`src/common/smem_queue_pkg.sv`:
```
//--------------------------------------------------------------------------
// shared types for the read recirculation queue of the SMEM search engine
// status codes, meaningful field widths, the forward read state, the
// compact stored entry and the DRAM occurrence bundle
// import with a wildcard inside a module body, scoped names in port lists
//--------------------------------------------------------------------------
package smem_queue_pkg;

	// read phases carried on every status field
	typedef enum logic [5:0] {
		F_INIT  = 6'h00,	// first pass, no query needed yet
		F_RUN   = 6'h01,
		F_BREAK = 6'h02,	// forward extension stopped
		BCK_INI = 6'h04,
		BCK_RUN = 6'h05,
		BCK_END = 6'h06,
		DONE    = 6'h20,
		BUBBLE  = 6'h30	// empty slot in the pipeline
	} status_t;

	typedef logic [9:0]  read_num_t;
	typedef logic [6:0]  pos_t;	// ptr_curr, forward_i, min_intv, backward_x
	typedef logic [7:0]  query_t;	// query base or query position
	typedef logic [63:0] bwt_word_t;
	typedef logic [32:0] intv_t;	// interval as kept in the queue
	typedef logic [13:0] info_t;	// info bits 38:32 over 6:0

	//----------------------------------------------------------------------
	// pipeline side
	//----------------------------------------------------------------------

	// full read state, 308 bits
	typedef struct packed {
		status_t   status;
		pos_t      ptr_curr;
		read_num_t read_num;
		bwt_word_t ik_x0;
		bwt_word_t ik_x1;
		bwt_word_t ik_x2;
		bwt_word_t ik_info;
		pos_t      forward_i;
		pos_t      min_intv;
		pos_t      backward_x;
		query_t    query;
	} fwd_state_t;

	// what the read ring stores, 165 bits
	typedef struct packed {
		status_t   status;
		pos_t      ptr_curr;
		read_num_t read_num;
		intv_t     ik_x0;
		intv_t     ik_x1;
		intv_t     ik_x2;
		info_t     ik_info;
		pos_t      forward_i;
		pos_t      min_intv;
		query_t    query;
		pos_t      backward_x;
	} queue_entry_t;

	// occurrence counts from DRAM, 768 bits
	typedef struct packed {
		logic [3:0][31:0] cnt_a;
		logic [3:0][63:0] cnt_b;
		logic [3:0][31:0] cntl_a;
		logic [3:0][63:0] cntl_b;
	} occ_bundle_t;

	typedef struct packed {
		read_num_t read_num;
		bwt_word_t ik_x0;
		bwt_word_t ik_x1;
		bwt_word_t ik_x2;
		bwt_word_t ik_info;
		pos_t      forward_i;
	} new_read_t;

	// one request on the shared query RAM port
	typedef struct packed {
		query_t    position;
		read_num_t read_num;
		status_t   status;
	} query_req_t;

	//----------------------------------------------------------------------
	// constants
	//----------------------------------------------------------------------
	localparam occ_bundle_t OCC_FILL = occ_bundle_t'({192{4'h1}});
	localparam query_req_t QUERY_IDLE = query_req_t'('1);

endpackage

```
`src/design/query_fetch/query_fetch.sv`:
```
//--------------------------------------------------------------------------
// query port grant and the delay line that waits for the query RAM
// forward requester has priority, backward takes the port when forward idles
// each returning read is packed with its new query base into a queue entry
// and written into the read ring QUERY_LATENCY + 1 edges after sampling
//--------------------------------------------------------------------------
module query_fetch #(
	parameter int QUERY_LATENCY = 3
) (
	input  logic                          Clk_32UI,
	input  smem_queue_pkg::fwd_state_t    fwd_in,
	input  smem_queue_pkg::query_t        next_query_position,
	input  smem_queue_pkg::status_t       status_B,
	input  smem_queue_pkg::read_num_t     read_num_B,
	input  smem_queue_pkg::query_t        output_c_B,
	input  smem_queue_pkg::query_t        query_data,
	output smem_queue_pkg::query_req_t    query_req,
	output smem_queue_pkg::queue_entry_t  entry,
	output logic                          entry_write
);

	import smem_queue_pkg::*;

	logic fwd_grant;
	logic bck_grant;
	fwd_state_t delay_q [QUERY_LATENCY];
	fwd_state_t aligned;	// lines up with query_data

	//----------------------------------------------------------------------
	// query port, fixed priority
	//----------------------------------------------------------------------
	assign fwd_grant = (fwd_in.status != BUBBLE) && (fwd_in.status != F_BREAK);
	assign bck_grant = (status_B != BUBBLE) && (status_B != BCK_END);

	always_comb begin
		if (fwd_grant) begin
			query_req = '{position: next_query_position,
				read_num: fwd_in.read_num, status: fwd_in.status};
		end else if (bck_grant) begin
			query_req = '{position: output_c_B, read_num: read_num_B, status: status_B};
		end else begin
			query_req = QUERY_IDLE;
		end
	end

	//----------------------------------------------------------------------
	// latency matching, free running
	//----------------------------------------------------------------------
	always_ff @(posedge Clk_32UI) begin
		delay_q[0] <= fwd_in;
		for (int i = 1; i < QUERY_LATENCY; i++) begin
			delay_q[i] <= delay_q[i-1];
		end
	end

	assign aligned = delay_q[QUERY_LATENCY-1];

	// pack into the stored form, high interval bits are dropped
	always_ff @(posedge Clk_32UI) begin
		entry.status     <= aligned.status;
		entry.ptr_curr   <= aligned.ptr_curr;
		entry.read_num   <= aligned.read_num;
		entry.ik_x0      <= aligned.ik_x0[32:0];
		entry.ik_x1      <= aligned.ik_x1[32:0];
		entry.ik_x2      <= aligned.ik_x2[32:0];
		entry.ik_info    <= {aligned.ik_info[38:32], aligned.ik_info[6:0]};
		entry.forward_i  <= aligned.forward_i;
		entry.min_intv   <= aligned.min_intv;
		entry.query      <= query_data;	// base fetched for this read
		entry.backward_x <= aligned.backward_x;
		entry_write      <= aligned.status inside {F_INIT, F_RUN, F_BREAK};
	end

	// an active forward read always owns the port
	a_fwd_not_idle: assert property (@(posedge Clk_32UI)
		fwd_grant |-> query_req != QUERY_IDLE);

endmodule

```
`config.mk`:
```
export PLATFORM = sky130hd
export DESIGN_NAME = query_fetch
export DESIGN_NICKNAME = d
export VERILOG_FILES = /design/src/common/smem_queue_pkg.sv /design/src/design/query_fetch/query_fetch.sv
export SDC_FILE = /design/constraint.sdc
export NUM_CORES = 1
export LEC_CHECK = 0
export BUFFER_PORTS_ARGS = -buffer_cell sky130_fd_sc_hd__buf_2
export CAP_MARGIN = 10
export CORE_AREA = 4 4 207 209
export DETAILED_ROUTE_END_ITERATION = 12
export DIE_AREA = 0 0 211 213
export GPL_ROUTABILITY_DRIVEN = 0
export MAX_ROUTING_LAYER = met4
export PLACE_DENSITY = 0.56
export SYNTH_ARGS = -nofsm -noshare
export SYNTH_HDL_FRONTEND = slang
export SYNTH_SLANG_ARGS = --single-unit
```
`constraint.sdc`:
```
create_clock -name Clk_32UI -period 2.4 [get_ports Clk_32UI]
set_input_delay 0.36 -clock Clk_32UI [delete_from_list [all_inputs] [get_ports Clk_32UI]]
set_output_delay 0.36 -clock Clk_32UI [all_outputs]
set_load 0.005 [all_outputs]
```
==> results.py <==
metrics = {
    "global_route": {
        "grt_pass1_wl_mm": 39.2,
        "grt_pass1_vias": 7526,
        "antenna_found_initial": 1,
        "grt_max_degree": 23,
        "overflow": 0,
        "grt.total_usage": 0.116,
    },
    "timing": {
        "rsz0062_at_grt": "no",
        "setup_tns_ns": 0,
        "slew_headroom": 0.690,
        "layout_min_cycle_time_ns": 2.28,
        "period_share": 0.952,
        "slew_violations": 0,
        "skew_ns": 0.0154,
        "fin_hold_ws_ns": 0.0580,
        "tightest_slew_ns": 0.454,
        "fmax_mhz": 438,
        "hold_viol": 0,
        "finalSetupViolations": 0,
    },
    "worst_setup_path": {
        "startpoint_type": "input port",
        "worstSetupEndpointType": "primary output",
        "cp_max_fo": 17,
        "crit_type": "in -> out",
        "required_ns": 2.04,
        "arrival_ns": 1.92,
    },
    "cts": {
        "postCtsSetupRepairBufs": 0,
        "cts_buffers": 59,
        "path_clk_slew_ns": 0.06,
        "cts_buffer_depth": 3,
        "cts-root-buf": "clkbuf_16",
        "cts.sinks": 637,
        "cts_htree_levels": 2,
        "cts_tree": "built",
        "insertion_delay_ns": 0.58,
    },
    "yosys": {
        "syn_area_per_cell_um2": 18.8,
        "synthFlopType": "dfxtp_1",
        "yosysSeqAreaShare": 0.956,
        "synthTopCellsByCount": "dfxtp_1, a2bb2oi_1, a2111oi_0",
        "yosysTopAreaCellShare": 0.956,
        "synth_area_mm2": 0.0133,
        "ys_types": 20,
        "synth.most_common_cell": "dfxtp_1",
        "synth-seq-cells": 637,
        "synth_edf_count": 0,
        "yosysTopAreaCell": "dfxtp_1",
        "ys_warn_count": 0,
        "syn_nets": 1058,
        "syn_inst": 709,
        "async_flop_share": 0,
        "synth_area_leaders": "dfxtp_1, a2bb2oi_1, a2111oi_0, buf_6, mux2_2",
    },
    "hold_path": {
        "hp-class": "in -> reg",
    },
    "pwr": {
        "p_sw_mw": 4.10,
        "p_leak_nw": 8.71,
        "p_sw_frac": 0.195,
        "max-vdd-ir-drop_uv": 703,
        "power.total_mw": 21.1,
        "p_clk_frac": 0.433,
        "p_seq_frac": 0.535,
        "internal_power_mw": 17.0,
        "power_density_mw_per_mm2": 1080,
        "comb_power_share": 0.032,
    },
    "cells_and_area": {
        "fin_nets": 1665,
        "final_util": 0.478,
        "area_delta_synth_final_pct": 46.4,
        "fin_cells": 1895,
        "drive_above_1_share": 0.363,
        "nFillCells": 3474,
    },
    "route": {
        "wl_mm": 26.1,
        "wl_per_cell_um": 13.8,
        "detail_route.vias_per_cell": 3.77,
        "drc": 0,
        "drt_first_pass_iters": 4,
        "ant_nets": 0,
        "drtIter0Drc": 237,
        "vias": 7136,
    },
    "floorplan": {
        "ios": 539,
        "std_cell_rows": 74,
        "dieArea_mm2": 0.0449,
        "start_util": 0.327,
        "core_area_mm2": 0.0408,
        "die_w_um": 211,
        "die_y_um": 213,
    },
    "run_status": {
        "run_status": "finished clean",
    },
    "placed_design": {
        "io_buffers": 387,
        "place_inst": 1624,
        "dpl.hpwl_mm": 17.5,
    },
    "flow_run": {
        "maxCapViolCount": 0,
    },
}
## state kept, by name (all words and copies together), names as in the netlist
signal,flops
delay_q,471
entry,165
entry_write,1
## path summary, 6_finish.rpt
check                   from         endpoint  slack (ns)  depth (start not counted)
max              fwd_in[303]    query_req[20]        0.12                          6
min              fwd_in[306]  delay_q[0][306]        0.06                          2
max reg2reg  delay_q[0][921]      entry_write        1.36                          2
min reg2reg  delay_q[0][333]  delay_q[0][641]        0.31                          0
## kinds of logic after synthesis
group                  share of synthesized area
flip-flops                                 0.956
AO/OA/AOI/OAI                             0.0299
buffers and inverters                    0.00507
multiplexers                             0.00253
AND/OR/NAND/NOR                          0.00629
## per-stage QoR
step	setup WS (ns)	instance area [um^2]
5_1_grt	0.0208	19500
4_1_cts	0.0914	19500
6_report	0.115	19500
3_3_place_gp	0.100	15900
3_5_place_dp	0.0983	15900
2_1_floorplan	0.456	13300
## power by group through the flow
stage                     sequential, mW  combinational, mW  clock (mW)
after CTS                           11.3              0.691        9.47
after detailed placement            11.5              0.469           0
after global placement              11.5              0.467           0
after floorplan                     11.5             0.0600           0
final                               11.3              0.682        9.12
after global routing                11.3              0.740        9.90
## cell type report
class / count / area, um^2 / area share
Timing Repair Buffer: 557 / 3630 / 0.186
Multi-Input combinational cell: 60 / 518 / 0.0265
Antenna cell: 1 / 2.50 / 0.000128
Tap cell: 532 / 666 / 0.0341
Clock inverter: 22 / 241 / 0.0124
Sequential cell: 637 / 12800 / 0.653
Clock buffer: 85 / 1710 / 0.0878
Inverter: 1 / 3.75 / 0.000192
## per-layer routing
metal | vias up | track usage | part of all wire
met5 | - | - | 0
met4 | 0 | 0.0662 | 0.039
met3 | 72 | 0.0348 | 0.075
met2 | 283 | 0.193 | 0.51
met1 | 3269 | 0.123 | 0.38
li1 | 3512 | - | -
## placed cells by master, fill, tap and decap left out, drive strengths merged
cell type	count
mux2	3
or2	1
a2bb2oi	21
a21oi	2
dlygate4sd3	163
clkbuf	85
a211oi	1
or4	2
clkinvlp	2
inv	5
buf	394
o21ai	1
diode	1
nand3b	1
or3b	1
a41o	1
bufinv	4
nor4bb	2
nor2	4
dfxtp	637
a2111oi	17
clkinv	12
or4bb	1
o21bai	2
## critical path: stages
cell and delay (ns):
buf_2 0.14, or3b_1 0.45, buf_4 0.23, a2111oi_0 0.44, a2bb2oi_1 0.14, buf_2 0.15
## what timing repair did
action                                  4_1_cts  5_1_grt
hold endpoints to repair                    163        0
hold buffers                                163        0
resized for setup                             0        1
endpoints found under the setup margin        0        1
No activity file was read; power rests on OpenSTA's default activity.
