$ cat config.mk
export PLATFORM = sky130hd
export DESIGN_NAME = entry_ring
export DESIGN_NICKNAME = d
export VERILOG_FILES = /design/src/design/entry_ring.sv
export SDC_FILE = /design/constraint.sdc
export NUM_CORES = 1
export LEC_CHECK = 0
export ABC_AREA = 1
export BUFFER_PORTS_ARGS = -buffer_cell sky130_fd_sc_hd__buf_2
export CAP_MARGIN = 20
export CORE_ASPECT_RATIO = 1.4
export CORE_MARGIN = 8
export CORE_UTILIZATION = 50
export CTS_BUF_LIST = sky130_fd_sc_hd__clkbuf_2
export DETAILED_ROUTE_END_ITERATION = 16
export PLACE_DENSITY = 0.72
export SYNTH_ARGS = -nofsm -noshare
export SYNTH_HDL_FRONTEND = slang
export SYNTH_SLANG_ARGS = --single-unit
$ cat constraint.sdc
create_clock -name Clk_32UI -period 1.7 [get_ports Clk_32UI]
set_input_delay 0.085 -clock Clk_32UI [delete_from_list [all_inputs] [get_ports Clk_32UI]]
set_output_delay 0.085 -clock Clk_32UI [all_outputs]
set_load 0.05 [all_outputs]
$ cat src/design/entry_ring.sv
//--------------------------------------------------------------------------
// circular buffer used for both the read queue and the DRAM response FIFO
// write strobe stores at the tail, pop strobe drops the head
// head word and empty flag are combinational; DEPTH must be a power of two
//--------------------------------------------------------------------------
module entry_ring #(
	parameter int WIDTH = 8,
	parameter int DEPTH = 16
) (
	input  logic             Clk_32UI,
	input  logic             reset_n,
	input  logic             wr_en,
	input  logic [WIDTH-1:0] wr_data,
	input  logic             rd_en,
	output logic [WIDTH-1:0] rd_data,
	output logic             empty
);

	localparam int AW = $clog2(DEPTH);

	logic [WIDTH-1:0] mem [DEPTH];
	logic [AW:0] wr_ptr;	// extra msb tells full from empty
	logic [AW:0] rd_ptr;
	logic full;

	assign empty = (wr_ptr == rd_ptr);
	assign full = (wr_ptr[AW] != rd_ptr[AW]) && (wr_ptr[AW-1:0] == rd_ptr[AW-1:0]);
	assign rd_data = mem[rd_ptr[AW-1:0]];

	always_ff @(posedge Clk_32UI) begin
		if (wr_en) begin
			mem[wr_ptr[AW-1:0]] <= wr_data;
		end
	end

	always_ff @(posedge Clk_32UI) begin
		if (!reset_n) begin
			wr_ptr <= '0;
			rd_ptr <= '0;
		end else begin
			if (wr_en)
				wr_ptr <= wr_ptr + 1'b1;
			if (rd_en)
				rd_ptr <= rd_ptr + 1'b1;
		end
	end

	// upstream must never run the ring past its depth
	a_no_overflow: assert property (@(posedge Clk_32UI) disable iff (!reset_n)
		wr_en |-> !full);

	// the dispatcher only pops what it has seen at the head
	a_no_underflow: assert property (@(posedge Clk_32UI) disable iff (!reset_n)
		rd_en |-> !empty);

endmodule

==> run metrics, run 1 <==
synthesis-stage register bit count 142; Starting DRT DRC Count 421; Setup Crit Path Kind reg2out; post-synthesis simple-gate area fraction 20.7%; XOR/XNOR Fraction of Synth Area 0.993%; Final period util 127%; initial core utilization 50.7%; GRT Overall Usage 19.3%; Critical Path RT 1.62 ns; status finished, violations left; Post-synth EDFFs 128; Max Clock Freq 461 MHz; clock-pin transition on the worst setup and hold timing paths 0.18 ns; Pins Over Slew Limit 0; clock group share of total power 31.9%; RSZ-0062 raised after global routing yes; CTS buffer count 17; fin worst setup slack -0.467 ns; Pleak 0.00321 uW; IO Port Bufs 20; nets 680; synthesis warning total 0; switching part of the total power 25.3%; Via density 5.35; Post-Synth Adder-Cell Area 1.01%; Area Growth Syn to Fin 22.7%; Mapped Cells 605; GRT overflow 0; clock latency on the worst-skew pair 0.71 ns; worst-margin pin slew 0.471 ns; CTS tree yes; Reg power frac 54.3%; Net Sw Power 1810 uW; Final setup viols 9; CP arrival 2.08 ns; vias in the first global route 4433; maximum buffer depth of the clock tree 2; critical path capture point type primary output; CTS Sinks 142; initial antenna violation count 1; post-layout min period 2.17 ns; Post-DRT Antenna Nets 0; H-tree levels 4; first-pass GRT wire length 23.2 mm; Final Hold Viols 0; worst hold-check path type in2reg; post-synth cell types 20; Setup crit start kind flop; FILL cells 906; die height 148 um; syn nets 622; max_cap viols 0; failing checks setup timing; fraction of layout cells with a size suffix above 1 23.7%; Die Span X 110 um; worst hold slack 0.194 ns; ys async rst share 0%; Rows 48; mux contribution to synthesized area 0%; Logic pwr share 13.9%; IO Pins 21; post-DR wirelength/cell 18.4 um; post-DP HPWL 8.65 mm; peak supply drop 0.000392 V; main combinational cell family by area after synthesis simple AND/OR/NAND/NOR gates; vias 4427; Max FO, Critical Path 8; mean post-synth cell area 10.2 um2; die area 16200 um2; Synth Area in Compound Gates 1.01%; Tot Pwr 7140 uW; first-pass detailed-route iteration total 5; Post-synth top flop edfxtp_1; Power per Cell Area 942 nW/um2; Root Buffer clkbuf_2; GP Congestion 0.887; Core ar. 12200 um2; relative max-transition margin 68.6%; final WL 15.2 mm; largest net degree at the start of global routing 33; Fin Setup TNS -3.52 ns; worst clock skew 0.0289 ns; synthesized area 6180 um2; P_int 5340 uW; Seq/Total Area, Yosys 66.8%; # DRC 0
-- cell usage after synthesis, types with 5 or more instances --
cell      count  share of area (%)
inv_1       105                6.4
nor2_1       26                1.6
dfxtp_1      14                4.5
nand3_1      99                8.0
ha_1          5                1.0
nand2_1     178                 11
buf_4         6               0.73
a21oi_1       8               0.65
xnor2_1       5               0.71
edfxtp_1    128                 62
buf_6         5               0.91
buf_2        14                1.1
-- critical path, cell delays in order (launching register included) --
cell       delay, ns
dfxtp_4         0.47
buf_12          0.16
clkbuf_16       0.17
nand2_1         0.06
nand3_1         0.09
nand3_2         0.07
nand3_1         0.12
nand2_2         0.09
buf_8           0.15
-- layout make-up --
| class | count | area [um2] | share of cell area, % |
|---|---|---|---|
| clock inverter | 13 | 195 | 2.58 |
| inverter | 107 | 415 | 5.48 |
| multi-input combinational | 330 | 1760 | 23.2 |
| sequential | 142 | 4140 | 54.6 |
| antenna | 1 | 2.50 | 0.0330 |
| tap | 150 | 188 | 2.48 |
| clock buffer | 19 | 95.1 | 1.25 |
| timing repair buffer | 65 | 785 | 10.3 |
-- worst paths after layout --
check | slack (ns) | startpoint | depth (start not counted) | to
max | -0.47 | flop | 8 | rd_data[0]
min | 0.19 | reset_n | 4 | rd_ptr[2]
min reg2reg | 0.49 | wr_ptr[4] | 1 | wr_ptr[4]
max reg2reg | 0.06 | wr_ptr[0] | 5 | mem[0][0]
-- state kept, by name, summed over array words and instances (netlist names), named ones only --
| register | count |
|---|---|
| wr_ptr | 5 |
| rd_ptr | 5 |
| mem | 128 |
-- per-stage QoR --
step	setup slack, ns	utilization (%)	std cells	instance area (um2)
2_1_floorplan	0.197	-	605	6180
3_3_place_gp	0.107	53.3	769	6490
3_5_place_dp	0.0852	53.3	769	6490
4_1_cts	-0.482	60.6	824	7390
5_1_grt	-0.594	62.2	827	7580
6_report	-0.467	62.2	827	7580
-- power by group through the flow --
| stage | registers [uW] | clock network [uW] | logic (uW) |
|---|---|---|---|
| after global routing | 3880 | 2450 | 1050 |
| after global placement | 3940 | 0 | 676 |
| after floorplan | 3940 | 0 | 470 |
| final | 3880 | 2280 | 990 |
| after detailed placement | 3940 | 0 | 686 |
| after CTS | 3870 | 2300 | 917 |
-- cell families after synthesis --
group | after synthesis
xor+xnor | 7
buf+inv | 133
compound gates | 12
simple gates | 306
flops | 142
fa+ha+maj | 5
-- cell usage in the layout, fill, tap and decap left out, types with 3 or more instances in the layout --
| master | Yosys | final |
|---|---|---|
| nor2_4 | 0 | 4 |
| dfxtp_2 | 0 | 10 |
| nand2_2 | 1 | 14 |
| dfxtp_1 | 14 | 3 |
| edfxtp_1 | 128 | 128 |
| nand3_1 | 99 | 60 |
| buf_6 | 5 | 5 |
| nand2_1 | 178 | 165 |
| bufinv_16 | 0 | 5 |
| clkbuf_2 | 0 | 19 |
| buf_16 | 0 | 4 |
| inv_1 | 105 | 103 |
| dlygate4sd3_1 | 0 | 13 |
| clkinv_1 | 0 | 4 |
| nand3_2 | 0 | 39 |
| nor2_1 | 26 | 17 |
| a21oi_1 | 8 | 8 |
| ha_1 | 5 | 5 |
| xnor2_2 | 0 | 3 |
| nor2_2 | 0 | 5 |
| buf_4 | 6 | 15 |
| buf_8 | 0 | 6 |
| buf_12 | 0 | 9 |
| buf_2 | 14 | 11 |
-- layer usage --
layer	wire (um)	GRT usage, %	vias up
met5	0	0	-
met4	695	11.5	0
met3	1220	5.23	54
met2	7550	31.0	215
met1	5790	22.3	2086
li1	-	-	2072
-- timing repair --
item	4_1_cts	5_1_grt
gates cloned	5	2
setup endpoints to repair	9	53
endpoints found under the hold margin	142	0
buffers inserted	6	1
gates resized for setup	86	33
hold buffers	13	0
pin swaps	17	7
(Power assumes the default switching activity.)
==> run 2: changes to the inputs <==
==> constraint.sdc (replaced) <==
create_clock -name Clk_32UI -period 2.6 [get_ports Clk_32UI]
set_input_delay 0.13 -clock Clk_32UI [delete_from_list [all_inputs] [get_ports Clk_32UI]]
set_output_delay 0.13 -clock Clk_32UI [all_outputs]
set_load 0.05 [all_outputs]
==> run 2 against run 1 <==
- the flow now finishes without violations
- global-route usage is 1.7 points lower
- core utilization is 6.1 points lower
- register-to-register slack better by 0.62 ns
- flip-flop and latch count stayed put
- hold slack better by 0.031 ns
- non-clock buffer count is 25 lower
- first-iteration DRC count is 19% lower
==> run metrics, run 2 (synthesis gave the netlist of run 1 again) <==
first-pass GRT wire length 20.8 mm; # DRC 0; leading cell type in the layout, fill and taps excluded nand2_1; P_int 3390 uW; max_cap viols 0; fin worst setup slack 0.148 ns; Critical Path RT 2.47 ns; CTS tree yes; clock latency on the worst-skew pair 0.70 ns; relative max-transition margin 37.6%; Setup Crit Path Kind reg2out; GP Congestion 0.870; Met2 Wirelength 7.22 mm; FILL cells 1044; die area 16200 um2; IO Pins 21; Starting DRT DRC Count 340; worst hold-check path type in2reg; fraction of layout cells with a size suffix above 1 9.68%; H-tree levels 4; Post-DRT Antenna Nets 0; clock group share of total power 34.5%; Final period util 94.3%; Core ar. 12200 um2; Net Sw Power 1170 uW; CTS buffer count 17; Setup crit start kind flop; status completed; peak supply drop 0.000312 V; clock-pin transition on the worst setup and hold timing paths 0.20 ns; GRT Overall Usage 17.6%; CTS Sinks 142; top routing layer in use met4; Root Buffer clkbuf_2; largest net degree at the start of global routing 65; Max FO, Critical Path 32; first-pass detailed-route iteration total 5; worst hold slack 0.225 ns; Via density 5.23; worst clock skew 0.0318 ns; IO Port Bufs 20; post-DP HPWL 8.75 mm; Final setup viols 0; Area Growth Syn to Fin 10.7%; post-DR wirelength/cell 17.1 um; Final Hold Viols 0; die height 148 um; Reg area 4130 um2; Logic pwr share 9.9%; vias 4194; Multi-input gate area 1470 um2; maximum buffer depth of the clock tree 2; Pins Over Slew Limit 0; switching part of the total power 25.6%; Placement Setup Slack 0.744 ns; initial antenna violation count 1; nets 655; most frequent cells in the layout nand2_1 (178), edfxtp_1 (128), inv_1 (105), nand3_1 (99), nor2_1 (26); worst-margin pin slew 0.933 ns; Die Span X 110 um; Power per Cell Area 666 nW/um2; critical path capture point type primary output; final WL 13.7 mm; initial core utilization 50.7%; post-layout min period 2.45 ns; vias in the first global route 3917; CP arrival 2.32 ns; Rows 48; Pleak 0.00290 uW; metal3 WL 948 um; max reg flops 128; Max Clock Freq 408 MHz; Reg power frac 55.6%; GRT overflow 0; Met1 Routed Length 4.94 mm
-- run 2: changes by cell type in the layout (fill, tap and decap cells not counted), sizes merged --
cell	delta
buf	-25
dlygate4sd3	-1
clkinv	-5
clkinvlp	+1
inv	+6
clkbuf	-1
-- run 2: power by group through the flow --
| stage | clock network (uW) | registers (uW) | logic [uW] |
|---|---|---|---|
| 5_1_grt | 1690 | 2530 | 491 |
| 4_1_cts | 1590 | 2530 | 440 |
| 3_5_place_dp | 0 | 2580 | 424 |
| 3_3_place_gp | 0 | 2580 | 419 |
| 6_report | 1570 | 2530 | 452 |
| 2_1_floorplan | 0 | 2580 | 308 |
-- run 2: path summary, 6_finish.rpt --
path | startpoint | slack (ns) | to | cells after the start
setup / recovery | flop | 0.15 | rd_data[2] | 6
hold / removal | rd_en | 0.22 | flop | 3
setup reg to reg | wr_ptr[0] | 0.68 | mem[7][0] | 3
hold reg to reg | wr_ptr[4] | 0.50 | wr_ptr[4] | 1
-- run 2: worst max-delay path: stages, from the launching register on --
cell,delay [ns]
dfxtp_1,0.43
buf_4,0.36
nand3_1,0.20
nand3_1,0.14
nand3_1,0.10
nand2_1,0.11
buf_2,0.27
-- run 2: layout make-up --
| class | instances | area share (%) |
|---|---|---|
| Tap cell | 150 | 2.75 |
| Antenna cell | 1 | 0.0366 |
| Inverter | 107 | 5.95 |
| Clock inverter | 15 | 3.39 |
| Multi-Input combinational cell | 330 | 21.5 |
| Timing Repair Buffer | 40 | 4.83 |
| Clock buffer | 17 | 1.24 |
| Sequential cell | 142 | 60.4 |
-- run 2: metal layers --
| metal | vias to the layer above | GRT usage [%] |
|---|---|---|
| met5 | - | 0 |
| met4 | 0 | 10.8 |
| met3 | 37 | 3.88 |
| met2 | 173 | 29.6 |
| met1 | 1966 | 19.7 |
| li1 | 2018 | - |
-- run 2: through the flow --
step,setup TNS [ns],power (uW),cells,area (um2),utilization [%]
floorplan,0,2880,605,6180,-
global placement,0,3000,756,6350,52.1
detailed placement,0,3000,756,6350,52.1
CTS,0,4560,800,6790,55.7
global route,-0.00890,4710,802,6840,56.1
finish,0,4550,802,6840,56.1
-- run 2: timing repair --
item                                    CTS  global route
hold buffers                             12             0
setup buffers                             0             0
cloned                                    0             1
hold endpoints to repair                142             0
endpoints found under the setup margin    8             8
resized for setup                         2             7
pin swaps                                 0             0
==> run 3: changes to the inputs <==
--- a/config.mk
+++ b/config.mk
@@ -14,6 +14,8 @@
 export CTS_BUF_LIST = sky130_fd_sc_hd__clkbuf_2
 export DETAILED_ROUTE_END_ITERATION = 16
 export PLACE_DENSITY = 0.72
+export RECOVER_POWER = 50
+export SKIP_LAST_GASP = 1
 export SYNTH_ARGS = -nofsm -noshare
 export SYNTH_HDL_FRONTEND = slang
 export SYNTH_SLANG_ARGS = --single-unit
==> run 3 against run 2 <==
- first-iteration DRC count is 10% higher
- clock-buffer cell count stayed put
- clock skew is 0.0014 ns higher
- final area is 0.18% lower
- maximum frequency is 0.24% higher
- critical path depth stayed put
- core utilization is 0.10 points lower
- wire length hardly changed
- register-to-register slack worse by 0.09 ns
- non-clock buffer count stayed put
- die area stayed put
- critical path type unchanged
- largest cell class unchanged
- highest routed layer unchanged
==> run metrics, run 3 (synthesis gave the netlist of run 1 again) <==
final WL 13.7 mm; GRT overflow 0; Rows 48; largest net degree at the start of global routing 65; Critical Path RT 2.47 ns; CTS tree yes; vias 4182; peak supply drop 0.000312 V; vias in the first global route 3917; nets 655; Pins Over Slew Limit 0; Pleak 0.00288 uW; post-layout min period 2.45 ns; most frequent cells in the layout nand2_1 (179), edfxtp_1 (128), inv_1 (105), nand3_1 (99), nor2_1 (26); Power per Cell Area 668 nW/um2; Post-DRT Antenna Nets 0; initial core utilization 50.7%; worst-margin pin slew 1.02 ns; Final Hold Viols 0; GP Congestion 0.870; Area Growth Syn to Fin 10.5%; Max FO, Critical Path 32; CTS buffer count 17; IO Pins 21; maximum buffer depth of the clock tree 2; die area 16200 um2; Setup Crit Path Kind reg2out; Placement Setup Slack 0.744 ns; H-tree levels 4; fraction of layout cells with a size suffix above 1 8.29%; die height 148 um; Root Buffer clkbuf_2; fin worst setup slack 0.154 ns; first-pass detailed-route iteration total 5; initial antenna violation count 1; Final setup viols 0; post-DR wirelength/cell 17.1 um; worst clock skew 0.0332 ns; post-DP HPWL 8.75 mm; worst hold-check path type in2reg; Tot Pwr 4550 uW; GRT Overall Usage 17.6%; max reg flops 128; clock-pin transition on the worst setup and hold timing paths 0.20 ns; clock latency on the worst-skew pair 0.70 ns; Die Span X 110 um; Starting DRT DRC Count 374; IO Port Bufs 20; Via density 5.21; Setup Fix Bufs, Post-CTS 0; Core ar. 12200 um2; first-pass GRT wire length 20.8 mm; Setup crit start kind flop; Fin Setup TNS 0 ns; Final period util 94.1%; CTS Sinks 142; CP arrival 2.32 ns; leading cell type in the layout, fill and taps excluded nand2_1; max_cap viols 0; critical path capture point type primary output; status completed; relative max-transition margin 32.3%; Max Clock Freq 409 MHz; # DRC 0
## run 3: cell count changes in the layout (fill, tap and decap cells not counted), sizes merged
| cell | previous run | this run |
|---|---|---|
| buf | 25 | 17 |
| clkbuf | 20 | 28 |
## run 3: metal layers
layer	GRT usage [%]	share of wire, %	vias to the layer above
li1	-	-	2018
met1	19.7	37	1973
met2	29.6	53	151
met3	3.88	5.8	40
met4	10.8	4.3	0
met5	0	0	-
## run 3: worst max-delay path: stages (launching register included)
cell and delay [ns]:
dfxtp_1 0.43, buf_4 0.36, nand3_1 0.20, nand3_1 0.14, nand3_1 0.10, nand2_1 0.11
buf_2 0.27
## run 3: final timing paths
kind	slack, ns	cells past startpoint	startpoint	to
max reg2reg	0.59	3	wr_ptr[0]	mem[7][0]
min reg2reg	0.50	1	wr_ptr[4]	wr_ptr[4]
min	0.22	3	rd_en	flop
max	0.15	6	flop	rd_data[2]
## run 3: per-stage QoR
stage	std cells	instance area, um2	hold WS (ns)	utilization, %
2_1_floorplan	605	6180	0.229	-
3_3_place_gp	756	6350	0.405	52.1
3_5_place_dp	756	6350	0.412	52.1
4_1_cts	800	6790	0.148	55.7
5_1_grt	802	6820	0.184	56.0
6_report	802	6820	0.224	56.0
## run 3: cell type report
class | count | area [um2]
multi-input cells | 330 | 1460
clock inverters | 15 | 231
flip-flops and latches | 142 | 4130
well taps | 150 | 188
repair buffers | 40 | 320
inverters | 107 | 407
clock buffers | 17 | 85.1
fillers | 1045 | 5370
diodes | 1 | 2.50
## run 3: repair_timing
item,CTS,global route
hold buffers,12,0
setup endpoints to repair,8,8
pin swaps,0,0
endpoints found under the hold margin,142,0
gates resized for setup,2,7
cloned,0,1
## run 3: power breakdown
group          internal, uW  switching (uW)  total [uW]
Combinational           126             324         450
Sequential             2520            15.5        2530
Clock                   744             829        1570
Total                  3390            1170        4550
